<file path="config.mk">
export PLATFORM = sky130hd
export DESIGN_NAME = camera
export DESIGN_NICKNAME = d
export VERILOG_FILES = /design/src/camera_pkg.sv /design/src/camera.sv /design/src/camera_registers.sv /design/src/csi2_packet_parser.sv /design/src/exposure_metering.sv /design/src/window_crop.sv
export SDC_FILE = /design/constraint.sdc
export NUM_CORES = 1
export LEC_CHECK = 0
export ABC_AREA = 1
export BUFFER_PORTS_ARGS = -buffer_cell sky130_fd_sc_hd__buf_2
export CORE_UTILIZATION = 62
export DETAILED_ROUTE_END_ITERATION = 10
export GPL_TIMING_DRIVEN = 0
export PLACE_DENSITY = 0.8
export SLEW_MARGIN = 10
export SYNTH_ARGS = -nofsm -noshare
export SYNTH_HDL_FRONTEND = slang
export SYNTH_HIERARCHICAL = 1
export SYNTH_SLANG_ARGS = --single-unit
</file>
<file path="constraint.sdc">
create_clock -name mipi_byte_clock -period 2.6 [get_ports mipi_byte_clock]
set_clock_uncertainty 0.2 [all_clocks]
set_input_delay 0 -clock mipi_byte_clock [delete_from_list [all_inputs] [get_ports mipi_byte_clock]]
set_output_delay 0 -clock mipi_byte_clock [all_outputs]
set_load 0.05 [all_outputs]
</file>
<file path="src/camera_pkg.sv">
package camera_pkg;

    // CSI-2 data type codes
    localparam logic [5:0] dt_frame_start = 6'h00;
    localparam logic [5:0] dt_frame_end   = 6'h01;
    localparam logic [5:0] dt_raw8        = 6'h2A;

    typedef logic [15:0] frame_number_t;

    // Packet header as received with byte 0 in bits 7:0
    typedef union packed {
        struct packed {
            logic [7:0]  ecc;
            logic [15:0] word_count;       // Payload bytes sent little endian
            logic [1:0]  virtual_channel;
            logic [5:0]  data_type;
        } long_pkt;
        struct packed {
            logic [7:0]    ecc;
            frame_number_t frame_number;   // Frame or line number
            logic [1:0]    virtual_channel;
            logic [5:0]    data_type;
        } short_pkt;
    } csi2_header_t;

    // AXI4-Lite byte offsets
    localparam logic [11:0] reg_control     = 12'h000;
    localparam logic [11:0] reg_origin      = 12'h004;
    localparam logic [11:0] reg_metering    = 12'h008;
    localparam logic [11:0] reg_buffer_base = 12'h100;

endpackage

</file>
<file path="src/camera.sv">
module camera #(
    parameter int frame_width  = 16,
    parameter int frame_height = 8,
    parameter int crop_width   = 8,
    parameter int crop_height  = 4
) (
    input  logic        mipi_byte_clock,
    input  logic        mipi_byte_reset_n,
    input  logic [7:0]  mipi_byte_i,
    input  logic        mipi_byte_valid_i,
    input  logic [11:0] axi_awaddr_i,
    input  logic        axi_awvalid_i,
    output logic        axi_awready_o,
    input  logic [31:0] axi_wdata_i,
    input  logic [3:0]  axi_wstrb_i,
    input  logic        axi_wvalid_i,
    output logic        axi_wready_o,
    output logic [1:0]  axi_bresp_o,
    output logic        axi_bvalid_o,
    input  logic        axi_bready_i,
    input  logic [11:0] axi_araddr_i,
    input  logic        axi_arvalid_i,
    output logic        axi_arready_o,
    output logic [31:0] axi_rdata_o,
    output logic [1:0]  axi_rresp_o,
    output logic        axi_rvalid_o,
    input  logic        axi_rready_i
);
    import camera_pkg::*;

    localparam int addr_w = $clog2(crop_width * crop_height);

    logic              frame_start;
    logic              frame_end;
    logic              line_start;
    logic [7:0]        pixel;
    logic              pixel_valid;
    frame_number_t     frame_number;
    logic [15:0]       origin_x;
    logic [15:0]       origin_y;
    logic              buf_wr;
    logic [addr_w-1:0] buf_addr;
    logic [7:0]        buf_data;
    logic              window_done;
    logic [7:0]        mean;
    logic [7:0]        peak;
    logic              metering_valid;

    csi2_packet_parser u_parser (
        .mipi_byte_clock   (mipi_byte_clock),
        .mipi_byte_reset_n (mipi_byte_reset_n),
        .mipi_byte_i       (mipi_byte_i),
        .mipi_byte_valid_i (mipi_byte_valid_i),
        .frame_start_o     (frame_start),
        .frame_end_o       (frame_end),
        .line_start_o      (line_start),
        .pixel_o           (pixel),
        .pixel_valid_o     (pixel_valid),
        .frame_number_o    (frame_number)
    );

    // Pan crop into the capture buffer
    window_crop #(
        .crop_width  (crop_width),
        .crop_height (crop_height)
    ) u_crop (
        .mipi_byte_clock   (mipi_byte_clock),
        .mipi_byte_reset_n (mipi_byte_reset_n),
        .frame_start_i     (frame_start),
        .line_start_i      (line_start),
        .frame_end_i       (frame_end),
        .pixel_i           (pixel),
        .pixel_valid_i     (pixel_valid),
        .origin_x_i        (origin_x),
        .origin_y_i        (origin_y),
        .buf_wr_o          (buf_wr),
        .buf_addr_o        (buf_addr),
        .buf_data_o        (buf_data),
        .window_done_o     (window_done)
    );

    // Meters the full frame, not the window
    exposure_metering #(
        .frame_width  (frame_width),
        .frame_height (frame_height)
    ) u_metering (
        .mipi_byte_clock   (mipi_byte_clock),
        .mipi_byte_reset_n (mipi_byte_reset_n),
        .frame_start_i     (frame_start),
        .frame_end_i       (frame_end),
        .pixel_i           (pixel),
        .pixel_valid_i     (pixel_valid),
        .mean_o            (mean),
        .peak_o            (peak),
        .metering_valid_o  (metering_valid)
    );

    camera_registers #(
        .crop_width  (crop_width),
        .crop_height (crop_height)
    ) u_registers (
        .mipi_byte_clock   (mipi_byte_clock),
        .mipi_byte_reset_n (mipi_byte_reset_n),
        .axi_awaddr_i      (axi_awaddr_i),
        .axi_awvalid_i     (axi_awvalid_i),
        .axi_awready_o     (axi_awready_o),
        .axi_wdata_i       (axi_wdata_i),
        .axi_wstrb_i       (axi_wstrb_i),
        .axi_wvalid_i      (axi_wvalid_i),
        .axi_wready_o      (axi_wready_o),
        .axi_bresp_o       (axi_bresp_o),
        .axi_bvalid_o      (axi_bvalid_o),
        .axi_bready_i      (axi_bready_i),
        .axi_araddr_i      (axi_araddr_i),
        .axi_arvalid_i     (axi_arvalid_i),
        .axi_arready_o     (axi_arready_o),
        .axi_rdata_o       (axi_rdata_o),
        .axi_rresp_o       (axi_rresp_o),
        .axi_rvalid_o      (axi_rvalid_o),
        .axi_rready_i      (axi_rready_i),
        .buf_wr_i          (buf_wr),
        .buf_addr_i        (buf_addr),
        .buf_data_i        (buf_data),
        .window_done_i     (window_done),
        .mean_i            (mean),
        .peak_i            (peak),
        .metering_valid_i  (metering_valid),
        .frame_number_i    (frame_number),
        .origin_x_o        (origin_x),
        .origin_y_o        (origin_y)
    );

endmodule

</file>
<file path="src/camera_registers.sv">
module camera_registers #(
    parameter  int crop_width  = 8,
    parameter  int crop_height = 4,
    localparam int buf_depth   = crop_width * crop_height,
    localparam int addr_w      = $clog2(buf_depth)
) (
    input  logic                      mipi_byte_clock,
    input  logic                      mipi_byte_reset_n,
    input  logic [11:0]               axi_awaddr_i,
    input  logic                      axi_awvalid_i,
    output logic                      axi_awready_o,
    input  logic [31:0]               axi_wdata_i,
    input  logic [3:0]                axi_wstrb_i,
    input  logic                      axi_wvalid_i,
    output logic                      axi_wready_o,
    output logic [1:0]                axi_bresp_o,
    output logic                      axi_bvalid_o,
    input  logic                      axi_bready_i,
    input  logic [11:0]               axi_araddr_i,
    input  logic                      axi_arvalid_i,
    output logic                      axi_arready_o,
    output logic [31:0]               axi_rdata_o,
    output logic [1:0]                axi_rresp_o,
    output logic                      axi_rvalid_o,
    input  logic                      axi_rready_i,
    input  logic                      buf_wr_i,
    input  logic [addr_w-1:0]         buf_addr_i,
    input  logic [7:0]                buf_data_i,
    input  logic                      window_done_i,
    input  logic [7:0]                mean_i,
    input  logic [7:0]                peak_i,
    input  logic                      metering_valid_i,
    input  camera_pkg::frame_number_t frame_number_i,
    output logic [15:0]               origin_x_o,
    output logic [15:0]               origin_y_o
);
    import camera_pkg::*;

    logic        wr_en;
    logic        rd_en;
    logic        arm;
    logic        done;
    logic [31:0] origin_q;
    logic [7:0]  mean_q;
    logic [7:0]  peak_q;
    logic [11:0] buf_offset;
    logic        buf_hit;
    logic [31:0] read_word;
    logic [7:0]  capture_buf [buf_depth];

    // Ready only while no response is outstanding
    assign wr_en         = axi_awvalid_i && axi_wvalid_i && !axi_bvalid_o;
    assign axi_awready_o = wr_en;
    assign axi_wready_o  = wr_en;
    assign rd_en         = axi_arvalid_i && !axi_rvalid_o;
    assign axi_arready_o = rd_en;
    assign axi_bresp_o   = 2'b00;
    assign axi_rresp_o   = 2'b00;

    assign origin_x_o = origin_q[15:0];
    assign origin_y_o = origin_q[31:16];

    assign buf_offset = axi_araddr_i - reg_buffer_base;
    assign buf_hit    = (axi_araddr_i >= reg_buffer_base) && (buf_offset < 12'(4 * buf_depth));

    always_comb begin
        read_word = '0;
        if (buf_hit) begin
            read_word = {24'h0, capture_buf[buf_offset[addr_w+1:2]]};   // One pixel per word
        end else begin
            case (axi_araddr_i)
                reg_control:  read_word = {frame_number_i, 14'h0, done, arm};
                reg_origin:   read_word = origin_q;
                reg_metering: read_word = {16'h0, peak_q, mean_q};
                default:      read_word = '0;
            endcase
        end
    end

    always_ff @(posedge mipi_byte_clock or negedge mipi_byte_reset_n) begin
        if (!mipi_byte_reset_n) begin
            axi_bvalid_o <= 1'b0;
            axi_rvalid_o <= 1'b0;
            arm          <= 1'b0;
            done         <= 1'b0;
            origin_q     <= '0;
            mean_q       <= '0;
            peak_q       <= '0;
        end else begin
            if (wr_en) begin
                axi_bvalid_o <= 1'b1;
            end else if (axi_bready_i) begin
                axi_bvalid_o <= 1'b0;
            end
            if (rd_en) begin
                axi_rvalid_o <= 1'b1;
            end else if (axi_rready_i) begin
                axi_rvalid_o <= 1'b0;
            end
            if (metering_valid_i) begin
                mean_q <= mean_i;
                peak_q <= peak_i;
            end
            if (window_done_i && arm) begin   // Capture complete
                arm  <= 1'b0;
                done <= 1'b1;
            end
            if (wr_en && axi_awaddr_i == reg_control && axi_wstrb_i[0]) begin
                arm <= axi_wdata_i[0];
                if (axi_wdata_i[0]) begin
                    done <= 1'b0;
                end
            end
            if (wr_en && axi_awaddr_i == reg_origin) begin
                for (int i = 0; i < 4; i++) begin
                    if (axi_wstrb_i[i]) begin
                        origin_q[8*i +: 8] <= axi_wdata_i[8*i +: 8];
                    end
                end
            end
        end
    end

    always_ff @(posedge mipi_byte_clock) begin
        if (buf_wr_i && arm) begin
            capture_buf[buf_addr_i] <= buf_data_i;
        end
        if (rd_en) begin
            axi_rdata_o <= read_word;
        end
    end

    assert property (@(posedge mipi_byte_clock) disable iff (!mipi_byte_reset_n)
        axi_bvalid_o && !axi_bready_i |=> axi_bvalid_o);

    assert property (@(posedge mipi_byte_clock) disable iff (!mipi_byte_reset_n)
        axi_rvalid_o && !axi_rready_i |=> axi_rvalid_o && $stable(axi_rdata_o));

endmodule

</file>
<file path="src/csi2_packet_parser.sv">
module csi2_packet_parser (
    input  logic                      mipi_byte_clock,
    input  logic                      mipi_byte_reset_n,
    input  logic [7:0]                mipi_byte_i,
    input  logic                      mipi_byte_valid_i,
    output logic                      frame_start_o,
    output logic                      frame_end_o,
    output logic                      line_start_o,
    output logic [7:0]                pixel_o,
    output logic                      pixel_valid_o,
    output camera_pkg::frame_number_t frame_number_o
);
    import camera_pkg::*;

    localparam logic [1:0] st_header  = 2'd0;
    localparam logic [1:0] st_payload = 2'd1;
    localparam logic [1:0] st_drop    = 2'd2;   // CRC, other payloads, idle tail

    logic [1:0]   state;
    logic [1:0]   hdr_count;
    logic [15:0]  remaining;
    csi2_header_t header;
    csi2_header_t next_header;

    // Incoming byte lands on top, so byte 0 ends up in bits 7:0
    assign next_header = {mipi_byte_i, header[31:8]};

    always_ff @(posedge mipi_byte_clock or negedge mipi_byte_reset_n) begin
        if (!mipi_byte_reset_n) begin
            state          <= st_header;
            hdr_count      <= '0;
            remaining      <= '0;
            header         <= '0;
            frame_start_o  <= 1'b0;
            frame_end_o    <= 1'b0;
            line_start_o   <= 1'b0;
            pixel_valid_o  <= 1'b0;
            frame_number_o <= '0;
        end else begin
            frame_start_o <= 1'b0;
            frame_end_o   <= 1'b0;
            line_start_o  <= 1'b0;
            pixel_valid_o <= 1'b0;
            if (!mipi_byte_valid_i) begin
                state     <= st_header;   // LP-11 between packets
                hdr_count <= '0;
            end else begin
                case (state)
                    st_header: begin
                        header    <= next_header;
                        hdr_count <= hdr_count + 2'd1;
                        if (hdr_count == 2'd3) begin
                            state <= st_drop;
                            if (next_header.short_pkt.data_type == dt_frame_start) begin
                                frame_start_o  <= 1'b1;
                                frame_number_o <= next_header.short_pkt.frame_number;
                            end else if (next_header.short_pkt.data_type == dt_frame_end) begin
                                frame_end_o <= 1'b1;
                            end else if (next_header.long_pkt.data_type == dt_raw8 &&
                                         next_header.long_pkt.word_count != '0) begin
                                line_start_o <= 1'b1;
                                remaining    <= next_header.long_pkt.word_count;
                                state        <= st_payload;
                            end
                        end
                    end
                    st_payload: begin
                        pixel_valid_o <= 1'b1;
                        remaining     <= remaining - 16'd1;
                        if (remaining == 16'd1) begin
                            state <= st_drop;   // Two CRC bytes follow
                        end
                    end
                    default: begin
                    end
                endcase
            end
        end
    end

    always_ff @(posedge mipi_byte_clock) begin
        if (state == st_payload) begin
            pixel_o <= mipi_byte_i;
        end
    end

    // A pixel only ever comes from the payload of a RAW8 long packet
    assert property (@(posedge mipi_byte_clock) disable iff (!mipi_byte_reset_n)
        pixel_valid_o |-> $past(state == st_payload && mipi_byte_valid_i &&
                                header.long_pkt.data_type == dt_raw8));

endmodule

</file>
<file path="src/exposure_metering.sv">
module exposure_metering #(
    parameter  int frame_width  = 16,
    parameter  int frame_height = 8,
    localparam int mean_shift   = $clog2(frame_width * frame_height),
    localparam int sum_w        = mean_shift + 8
) (
    input  logic       mipi_byte_clock,
    input  logic       mipi_byte_reset_n,
    input  logic       frame_start_i,
    input  logic       frame_end_i,
    input  logic [7:0] pixel_i,
    input  logic       pixel_valid_i,
    output logic [7:0] mean_o,
    output logic [7:0] peak_o,
    output logic       metering_valid_o
);

    logic [sum_w-1:0] sum;
    logic [7:0]       peak;

    always_ff @(posedge mipi_byte_clock or negedge mipi_byte_reset_n) begin
        if (!mipi_byte_reset_n) begin
            sum              <= '0;
            peak             <= '0;
            metering_valid_o <= 1'b0;
        end else begin
            metering_valid_o <= frame_end_i;
            if (frame_start_i) begin
                sum  <= '0;
                peak <= '0;
            end else if (pixel_valid_i) begin
                sum <= sum + sum_w'(pixel_i);
                if (pixel_i > peak) begin
                    peak <= pixel_i;
                end
            end
        end
    end

    // Pixel count is a power of two, so the mean is a plain shift
    always_ff @(posedge mipi_byte_clock) begin
        if (frame_end_i) begin
            mean_o <= 8'(sum >> mean_shift);
            peak_o <= peak;
        end
    end

endmodule

</file>
<file path="src/window_crop.sv">
module window_crop #(
    parameter  int crop_width  = 8,
    parameter  int crop_height = 4,
    localparam int buf_depth   = crop_width * crop_height,
    localparam int addr_w      = $clog2(buf_depth)
) (
    input  logic              mipi_byte_clock,
    input  logic              mipi_byte_reset_n,
    input  logic              frame_start_i,
    input  logic              line_start_i,
    input  logic              frame_end_i,
    input  logic [7:0]        pixel_i,
    input  logic              pixel_valid_i,
    input  logic [15:0]       origin_x_i,
    input  logic [15:0]       origin_y_i,
    output logic              buf_wr_o,
    output logic [addr_w-1:0] buf_addr_o,
    output logic [7:0]        buf_data_o,
    output logic              window_done_o
);

    logic [15:0] x_pos;
    logic [15:0] y_pos;
    logic [15:0] rel_x;
    logic [15:0] rel_y;
    logic        line_seen;   // First line of the frame keeps y at zero
    logic        in_window;

    assign rel_x = x_pos - origin_x_i;
    assign rel_y = y_pos - origin_y_i;
    assign in_window = (x_pos >= origin_x_i) && (rel_x < 16'(crop_width)) &&
                       (y_pos >= origin_y_i) && (rel_y < 16'(crop_height));

    always_ff @(posedge mipi_byte_clock or negedge mipi_byte_reset_n) begin
        if (!mipi_byte_reset_n) begin
            x_pos         <= '0;
            y_pos         <= '0;
            line_seen     <= 1'b0;
            buf_wr_o      <= 1'b0;
            window_done_o <= 1'b0;
        end else begin
            buf_wr_o      <= pixel_valid_i && in_window;
            window_done_o <= frame_end_i;
            if (frame_start_i) begin
                x_pos     <= '0;
                y_pos     <= '0;
                line_seen <= 1'b0;
            end else if (line_start_i) begin
                x_pos     <= '0;
                line_seen <= 1'b1;
                if (line_seen) begin
                    y_pos <= y_pos + 16'd1;
                end
            end else if (pixel_valid_i) begin
                x_pos <= x_pos + 16'd1;
            end
        end
    end

    always_ff @(posedge mipi_byte_clock) begin
        if (pixel_valid_i) begin
            buf_data_o <= pixel_i;
            buf_addr_o <= addr_w'(rel_y * crop_width + rel_x);   // Row major inside window
        end
    end

    // Full address before truncation to the buffer width
    assert property (@(posedge mipi_byte_clock) disable iff (!mipi_byte_reset_n)
        pixel_valid_i && in_window |-> int'(rel_y) * crop_width + int'(rel_x) < buf_depth);

endmodule
</file>
Yosys cells after proc, flatten, opt, wreduce, memory -nomap -nowiden. Memory sizes are Yosys's and may differ from the RTL's. Cells that the tools add are included.

Muxes and demuxes: 57. $add $sub $neg: 9. Eq/ne operators: 16. $lt $le $gt $ge: 7. Reductions and logical operators: 40.

Operators by type and width (number): $mux W16 (10); $pmux W32 S3 (1); $add A16 B1 Y16 const B (2); $ge A16 B16 Y1 (2); $mux W8 (4); $pmux W16 S2 (1); $sub A16 B16 Y16 (2); $mux W1 (30); $mux W15 (2); $eq A12 B3 Y1 const B (2); $logic_not A12 Y1 (2); $eq A16 B1 Y1 const B (1); $lt A16 B3 Y1 const B (1); $lt A16 B4 Y1 const B (1); $mux W2 (8); $reduce_bool A16 Y1 (1); $reduce_bool A2 Y1 (8); $sub A16 B1 Y16 const B (1); $add A15 B8 Y15 (1); $logic_and A1 B1 Y1 (14); $reduce_and A2 Y1 (7); $eq A12 B4 Y1 const B (1); $ge A12 B9 Y1 const B (1); $lt A12 B8 Y1 const B (1); other kinds (20) (25).

Word-level logic and storage cells: 163. Flip-flop bits (word level): 251. Input bits: 76. Memories: 1. Bits in writable memories: 256. Output and inout bits: 41.

Memory list: u_registers.capture_buf (depth 32, bits a word 8, read ports 1, clocked after memory_dff 0, write ports 1, RTL line camera_registers.sv:49) `logic [7:0] capture_buf [buf_depth];`.

Longest topological paths before layout. Gate-level depths: netlist of run 1.

Depth after elaboration: 8. Gate-level depth with buffers: 17. Mapped depth without buffers: 17.

By module. Netlist of run 1, hierarchy kept.

Modules (own cells, without submodules): camera_registers (times used 1, sequential area each 9949.5 sq um, cells an instance 1399, area each 14408.8 sq um); window_crop (times used 1, sequential area each 1266.2 sq um, cells an instance 684, area each 4409.2 sq um); csi2_packet_parser (times used 1, sequential area each 1791.7 sq um, cells an instance 415, area each 3348.2 sq um); exposure_metering (times used 1, sequential area each 1081.0 sq um, cells an instance 243, area each 2195.9 sq um).

Worst setup path before layout of run 1. OpenSTA, ideal clock, no wires.

Path kind: register to register. Start: register u_registers.axi_rvalid_o. End: register u_registers.axi_rdata_o[0] (enable). Buffers on the path: 0. Arrival time: 1.651 ns. Required time: 1.999 ns. Cell stages (with the launch flop): 4. Period minus slack after synthesis: 2.252 ns. Setup time: 0.401 ns. Path slack: 0.348 ns. Cell sequence: dfrtp_1 > inv_1 > nand2_1 > inv_1.

Cells in the longest elaborated chain, start to end: 2.

RTL lines: from (decl) (RTL line camera_registers.sv:24) `output logic axi_rvalid_o,`; from (signal assigned) (RTL line camera_registers.sv:83) `axi_rvalid_o <= 1'b0;`; from (signal assigned) (RTL line camera_registers.sv:96) `axi_rvalid_o <= 1'b1;`; from (signal assigned) (RTL line camera_registers.sv:98) `axi_rvalid_o <= 1'b0;`; $logic_not A1 Y1 (RTL line camera_registers.sv:55) `assign rd_en = axi_arvalid_i && !axi_rvalid_o;`; $logic_and A1 B1 Y1 (RTL line camera_registers.sv:55); named net axi_arready_o (RTL line camera.sv:23) `output logic axi_arready_o,`; to (signal assigned) (RTL line camera_registers.sv:129) `axi_rdata_o <= read_word;`; to (decl) (RTL line camera_registers.sv:22) `output logic [31:0] axi_rdata_o,`.

The timed path passes the listed nets, and every way through them passes these cells. A chain may end at the register's enable or synchronous reset.

Final worst setup path of run 1.
Start: register u_registers.axi_bvalid_o. End: register u_registers.origin_q[23].

Cells in the longest elaborated chain, start to end: 4.

RTL lines: from (decl) (RTL line camera_registers.sv:17) `output logic axi_bvalid_o,`; from (signal assigned) (RTL line camera_registers.sv:82) `axi_bvalid_o <= 1'b0;`; from (signal assigned) (RTL line camera_registers.sv:91) `axi_bvalid_o <= 1'b1;`; from (signal assigned) (RTL line camera_registers.sv:93) `axi_bvalid_o <= 1'b0;`; $logic_not A1 Y1 (RTL line camera_registers.sv:52) `assign wr_en = axi_awvalid_i && axi_wvalid_i && !axi_bvalid_o;`; $logic_and A1 B1 Y1 (RTL line camera_registers.sv:52); $logic_and A1 B1 Y1 (RTL line camera_registers.sv:114) `if (wr_en && axi_awaddr_i == reg_origin) begin`; $reduce_and A2 Y1 (no source line); to (signal, indexed assignment) (RTL line camera_registers.sv:117) `origin_q[8*i +: 8] <= axi_wdata_i[8*i +: 8];`; to (decl) (RTL line camera_registers.sv:43) `logic [31:0] origin_q;`.

No other way between the ends.

==> results of run 1 <==
flip-flops by register name, indices dropped and copies added (netlist names), 15 cells and up:
| signal | cells |
|---|---|
| u_registers/origin_q | 32 |
| u_registers/capture_buf | 256 |
| u_crop/x_pos | 16 |
| u_crop/y_pos | 16 |
| u_parser/frame_number_o | 16 |
| u_metering/sum | 15 |
| u_registers/axi_rdata_o | 32 |
| u_parser/header | 22 |
| u_parser/remaining | 16 |
critical path, cell delays in order, from the launching register on:
cell and delay [ns]:
dfrtp_1 0.42, inv_1 0.11, nand3_2 0.11, inv_4 0.13
nand4_4 0.19, nor2_1 0.15, dlygate4sd3_1 0.57, a21oi_1 0.04
dlygate4sd3_1 0.57
routing by layer:
metal  GRT usage  wire, µm  vias up
met5           0         0        -
met1       0.431     25800     9758
met2       0.603     34400     1249
met4       0.210      4590        0
li1            -         -     9543
met3      0.0612      7050      318
logic make-up after synthesis:
| logic type | count (synthesis) | synth area share |
|---|---|---|
| adder cells (fa/ha/maj) | 57 | 0.0302 |
| XOR/XNOR | 13 | 0.00467 |
| AO/OA/AOI/OAI | 265 | 0.0587 |
| AND/OR/NAND/NOR | 1427 | 0.250 |
| other | 1 | 0.000154 |
| flip-flops | 498 | 0.578 |
| buffers and inverters | 480 | 0.0775 |
what timing repair did:
action	4_1_cts	5_1_grt
hold endpoints to repair	308	0
resized for setup	2	40
hold buffers	141	0
setup buffers	0	8
setup endpoints to repair	6	36
pin swaps	0	6
final cells by class:
type                            instances  share of cell area
Timing Repair Buffer                  261              0.0737
Multi-Input combinational cell       1766               0.295
Tap cell                              518              0.0225
Buffer                                 80              0.0135
Inverter                              400              0.0522
Sequential cell                       498               0.488
Antenna cell                            1           0.0000867
Clock buffer                           69              0.0472
Clock inverter                         25             0.00707
through the flow:
stage          setup slack [ns]   util  setup TNS (ns)  power, mW  instance area [µm²]
5_1_grt                 -0.0459  0.745          -0.114       18.6                28900
3_5_place_dp            -0.0862  0.662          -0.196       10.9                25600
4_1_cts                 0.00603  0.739               0       18.0                28600
3_3_place_gp              -1.39  0.660         -238.38       10.9                25600
6_report                -0.0119  0.745         -0.0119       18.1                28900
2_1_floorplan             0.348      -               0       10.3                24400
placed cells by master, fill, tap and decap left out, types with 48 or more instances in the layout:
cell | Yosys | layout
a21oi_1 | 115 | 115
nor2_1 | 261 | 256
dlygate4sd3_1 | 0 | 140
clkbuf_16 | 0 | 50
inv_1 | 385 | 380
o21ai_0 | 84 | 84
ha_1 | 54 | 48
nand3_1 | 234 | 229
dfrtp_1 | 173 | 171
buf_2 | 34 | 140
nand2_1 | 808 | 801
edfxtp_1 | 325 | 325
power by group through the flow:
stage	combinational, mW	clock (mW)	sequential [mW]
after global routing	2.31	7.34	8.99
after floorplan	1.16	0	9.16
after global placement	1.78	0	9.09
after CTS	1.98	7.03	8.94
final	2.13	6.99	8.96
after detailed placement	1.85	0	9.10
path summary, 6_finish.rpt:
kind	start	slack [ns]	endpoint	cells after the start
worst max-delay path	u_registers/axi_bvalid_o	-0.01	u_registers/origin_q[23]	8
min in group asynchronous	mipi_byte_reset_n	0.28	u_parser/remaining[8]	3
worst min-delay path	axi_awaddr_i[11]	0.07	u_registers/origin_q[25]	7
max in group asynchronous	mipi_byte_reset_n	1.01	u_registers/origin_q[5]	4
worst min register to register	u_metering/mean_o[2]	0.26	u_registers/mean_q[2]	2
worst max register to register	u_registers/axi_bvalid_o	-0.01	u_registers/origin_q[23]	8
==> results.sh, run 1 <==
export IMPL_status="complete, but fails checks"
export IMPL_violations="setup timing"
export IMPL_netlist_instances=2741
export IMPL_p_clk_frac=0.387
export IMPL_power_density_nw_per_um2=627
export IMPL_cp_end_kind="flop"
export IMPL_postRouteAntennaNets=0
export IMPL_yosysSeqAreaShare=0.578
export IMPL_netlist_cell_type_count=52
export IMPL_netlist_top_cell_by_area="edfxtp_1"
export IMPL_p_sw_frac=0.263
export IMPL_critPathLaunchType="flop"
export IMPL_syn_to_final_growth_pct=18.5
export IMPL_crit_type="flop to flop"
export IMPL_portBuffers=109
export IMPL_die_area_um2=40100
export IMPL_multi_input_area_um2=8530
export IMPL_clockRootBuffer="clkbuf_16"
export IMPL_fin_ws_ns=-0.0119
export IMPL_cts_clk_slew_worst_paths_ns=0.07
export IMPL_p_int_mw=13.3
export IMPL_drc=0
export IMPL_leakagePower_nw=13.5
export IMPL_clock_sinks=498
export IMPL_drt_pass1_iterations=8
export IMPL_grt_overflow_total=0
export IMPL_gp_congestion=0.982
export IMPL_grt_max_degree=102
export IMPL_maxCapViolations=0
export IMPL_grt_usage=0.357
export IMPL_worstSkewPairLatency_ns=0.60
export IMPL_antenna_found_initial=1
export IMPL_min_path_type="input port to flop"
export IMPL_placedCellCount=3373
export IMPL_drive_above_1_share=0.108
export IMPL_pin_count=117
export IMPL_worstPathMaxFanout=7
export IMPL_die_y_um=200
export IMPL_arrival_ns=2.90
export IMPL_hpwl_um=46000
export IMPL_start_util=0.629
export IMPL_switchingPower_mw=4.76
export IMPL_htreeDepth=2
export IMPL_fin_crit_ns=2.61
export IMPL_fmax_ghz=0.383
export IMPL_p_seq_frac=0.496
export IMPL_grt_pass1_wl_um=109000
export IMPL_share_comb_of_total_power=0.118
export IMPL_totalWireLength_um=71900
export IMPL_regArea_um2=14100
export IMPL_async_flop_share=0.347
export IMPL_fill_cells=2679
export IMPL_layout_nets=3190
export IMPL_rows=72
export IMPL_whs_ns=0.0730
export IMPL_synth_top_area_frac=0.401
export IMPL_cts_buffers_inserted=50
export IMPL_synth_main_ff_cell="edfxtp_1"
export IMPL_rsz0062_at_grt="true"
export IMPL_drv_slew=0
export IMPL_vdd_drop_max_v=0.000662
export IMPL_cts_tree="yes"
export IMPL_critPathRequiredTime_ns=2.88
export IMPL_synth_edf_count=325
export IMPL_hold_viol=0
export IMPL_synth_seq_cells=498
export IMPL_ys_warn_count=6
export IMPL_syn_area_um2=24400
export IMPL_max_slew_margin=0.152
export IMPL_drt_iter0_drc=2430
export IMPL_grt_pass1_vias=20400
export IMPL_vias=20900
export IMPL_timing_final_crit_share=1.00
export IMPL_wl_per_cell_um=19.9
export IMPL_die_x_um=200
export IMPL_core_area_um2=38700
export IMPL_clock_path_buffers=3
export IMPL_setup_viol=1
export IMPL_viasPerCell=5.77
export IMPL_synth_common_cells="nand2_1, inv_1, edfxtp_1"
export IMPL_synth_top_cells_by_area="edfxtp_1, dfrtp_1, nand2_1"
export IMPL_worst_slew_pin_transition_ns=1.27
export IMPL_synth_area_per_cell_um2=8.89
export IMPL_synth_most_common_cell="nand2_1"
export IMPL_stdcell_count=3618
Note: power is estimated with default switching activity, not from simulation.
==> run 2, diff against run 1 <==
Settings changed: MAX_ROUTING_LAYER set to met4.
==> run 2 against run 1 <==
Via count rose by 0.14%. Largest cell class unchanged. Die area did not move. Critical path depth did not move. Register-to-register slack improved by 0.06 ns. Power rose by 2.6%. Critical endpoint is now u_registers/axi_rdata_o[27]. Design area barely moved. Core utilization barely moved. Worst setup slack improved by 0.032 ns. The flow now finishes without violations.
==> results.sh, run 2 (same netlist as run 1, synthesis figures left out) <==
export IMPL_status="completed"
export IMPL_clockRootBuffer="clkbuf_16"
export IMPL_final_common_cell="nand2_1"
export IMPL_cts_buffers_inserted=50
export IMPL_critPathRequiredTime_ns=2.80
export IMPL_arrival_ns=2.78
export IMPL_power_density_nw_per_um2=643
export IMPL_drt_iter0_drc=2374
export IMPL_grt_pass1_wl_um=112000
export IMPL_drt_pass1_iterations=6
export IMPL_rsz0062_at_grt="false"
export IMPL_htreeDepth=2
export IMPL_grt_pass1_vias=20700
export IMPL_grt_usage=0.375
export IMPL_postRouteAntennaNets=0
export IMPL_pin_count=117
export IMPL_layout_nets=3178
export IMPL_worst_slew_pin_transition_ns=1.27
export IMPL_antenna_found_initial=6
export IMPL_die_x_um=200
export IMPL_vias=20900
export IMPL_crit_type="input port to flop"
export IMPL_timing_final_crit_share=0.992
export IMPL_viasPerCell=5.79
export IMPL_worstPathMaxFanout=10
export IMPL_cts_tree="yes"
export IMPL_worstSkewPairLatency_ns=0.61
export IMPL_largest_registers="u_registers/capture_buf x256, u_registers/axi_rdata_o x32, u_registers/origin_q x32"
export IMPL_maxCapViolations=0
export IMPL_layout_common_cells="nand2_1, inv_1, edfxtp_1"
export IMPL_critPathLaunchType="input port"
export IMPL_vdd_drop_max_v=0.000674
export IMPL_rows=72
export IMPL_cp_end_kind="flop"
export IMPL_wl_per_cell_um=20.1
export IMPL_switchingPower_mw=4.82
export IMPL_min_path_type="input port to flop"
export IMPL_fmax_ghz=0.388
export IMPL_p_clk_frac=0.404
export IMPL_syn_to_final_growth_pct=18.4
export IMPL_start_util=0.629
export IMPL_p_seq_frac=0.483
export IMPL_grt_overflow_total=0
export IMPL_core_area_um2=38700
export IMPL_placedCellCount=3372
export IMPL_p_int_mw=13.7
export IMPL_regMostFlops="u_registers/capture_buf"
export IMPL_share_comb_of_total_power=0.113
export IMPL_die_y_um=200
export IMPL_max_slew_margin=0.153
export IMPL_die_area_um2=40100
export IMPL_whs_ns=0.00614
export IMPL_totalWireLength_um=72700
export IMPL_hpwl_um=46300
export IMPL_cts_clk_slew_worst_paths_ns=0.07
export IMPL_clock_sinks=498
export IMPL_fin_crit_ns=2.58
export IMPL_stdcell_count=3611
export IMPL_clock_path_buffers=3
export IMPL_drv_slew=0
export IMPL_total_power_mw=18.6
export IMPL_p_sw_frac=0.260
export IMPL_drive_above_1_share=0.105
export IMPL_largest_reg_flops=256
export IMPL_drc=0
export IMPL_hold_viol=0
export IMPL_portBuffers=109
export IMPL_leakagePower_nw=13.5
export IMPL_setup_viol=0
export IMPL_gp_congestion=0.963
export IMPL_grt_max_degree=100
-- run 2: cell types whose count changed in the layout (fill, tap and decap cells not counted), sizes merged --
cell and delta:
buf -4, bufinv +3, clkinv -1, clkinvlp +2, diode +5, dlygate4sd3 -10, dlymetal6s4s +1, inv -3
-- run 2: critical path, stage by stage --
cell and delay (ns):
dlygate4sd3_1 0.54, buf_2 0.12, or2_2 0.32, dlygate4sd3_1 0.61, nor2_1 0.18, nand3_1 0.28
clkbuf_1 0.35, o22ai_1 0.38
-- run 2: worst paths after layout --
kind	from	end	slack, ns	cells after the start
min reg2reg	u_metering/peak_o[0]	u_registers/peak_q[0]	0.26	2
max in group asynchronous	mipi_byte_reset_n	u_crop/y_pos[13]	0.97	4
max reg2reg	u_registers/arm	u_registers/capture_buf[16][7]	0.05	4
min in group asynchronous	mipi_byte_reset_n	u_parser/frame_number_o[11]	0.35	3
min	axi_araddr_i[11]	u_registers/axi_rdata_o[18]	0.006	6
max	axi_araddr_i[1]	u_registers/axi_rdata_o[27]	0.02	8
-- run 2: area by class of cell --
type | instances | area, µm²
Sequential cell | 498 | 14100
Fill cell | 2658 | 9890
Multi-Input combinational cell | 1766 | 8450
Timing Repair Buffer | 249 | 2030
Inverter | 400 | 1510
Clock buffer | 68 | 1400
Tap cell | 518 | 648
Buffer | 80 | 384
Clock inverter | 26 | 318
Antenna cell | 6 | 15.0
-- run 2: metal layers --
layer	GRT usage	vias up	part of all wire
li1	-	9533	-
met3	0.0612	320	0.087
met4	0.221	0	0.066
met1	0.433	9818	0.36
met5	-	-	0
met2	0.620	1226	0.48
-- run 2: power groups by stage --
stage	Sequential, mW	Clock, mW	Combinational (mW)
after global routing	8.99	7.84	2.30
after CTS	8.94	7.52	2.00
final	8.97	7.49	2.10
after floorplan	9.16	0	1.16
after global placement	9.09	0	1.79
after detailed placement	9.10	0	1.86
-- run 2: through the flow --
| stage | instance area, µm² | util | setup TNS (ns) | worst slack (ns) |
|---|---|---|---|---|
| final | 28800 | 0.745 | 0 | 0.0197 |
| after global placement | 25600 | 0.660 | -240.71 | -1.42 |
| after global routing | 28800 | 0.745 | 0 | 0.00325 |
| after detailed placement | 25600 | 0.661 | -0.414 | -0.141 |
| after floorplan | 24400 | - | 0 | 0.348 |
| after CTS | 28600 | 0.739 | 0 | 0.0150 |
-- run 2: what timing repair did --
item                                    in CTS  in global routing
endpoints found under the hold margin      305                  0
gates resized for setup                      1                 21
buffers inserted                             0                  3
pin swaps                                    0                  2
hold buffers                               132                  0
endpoints found under the setup margin       6                 19
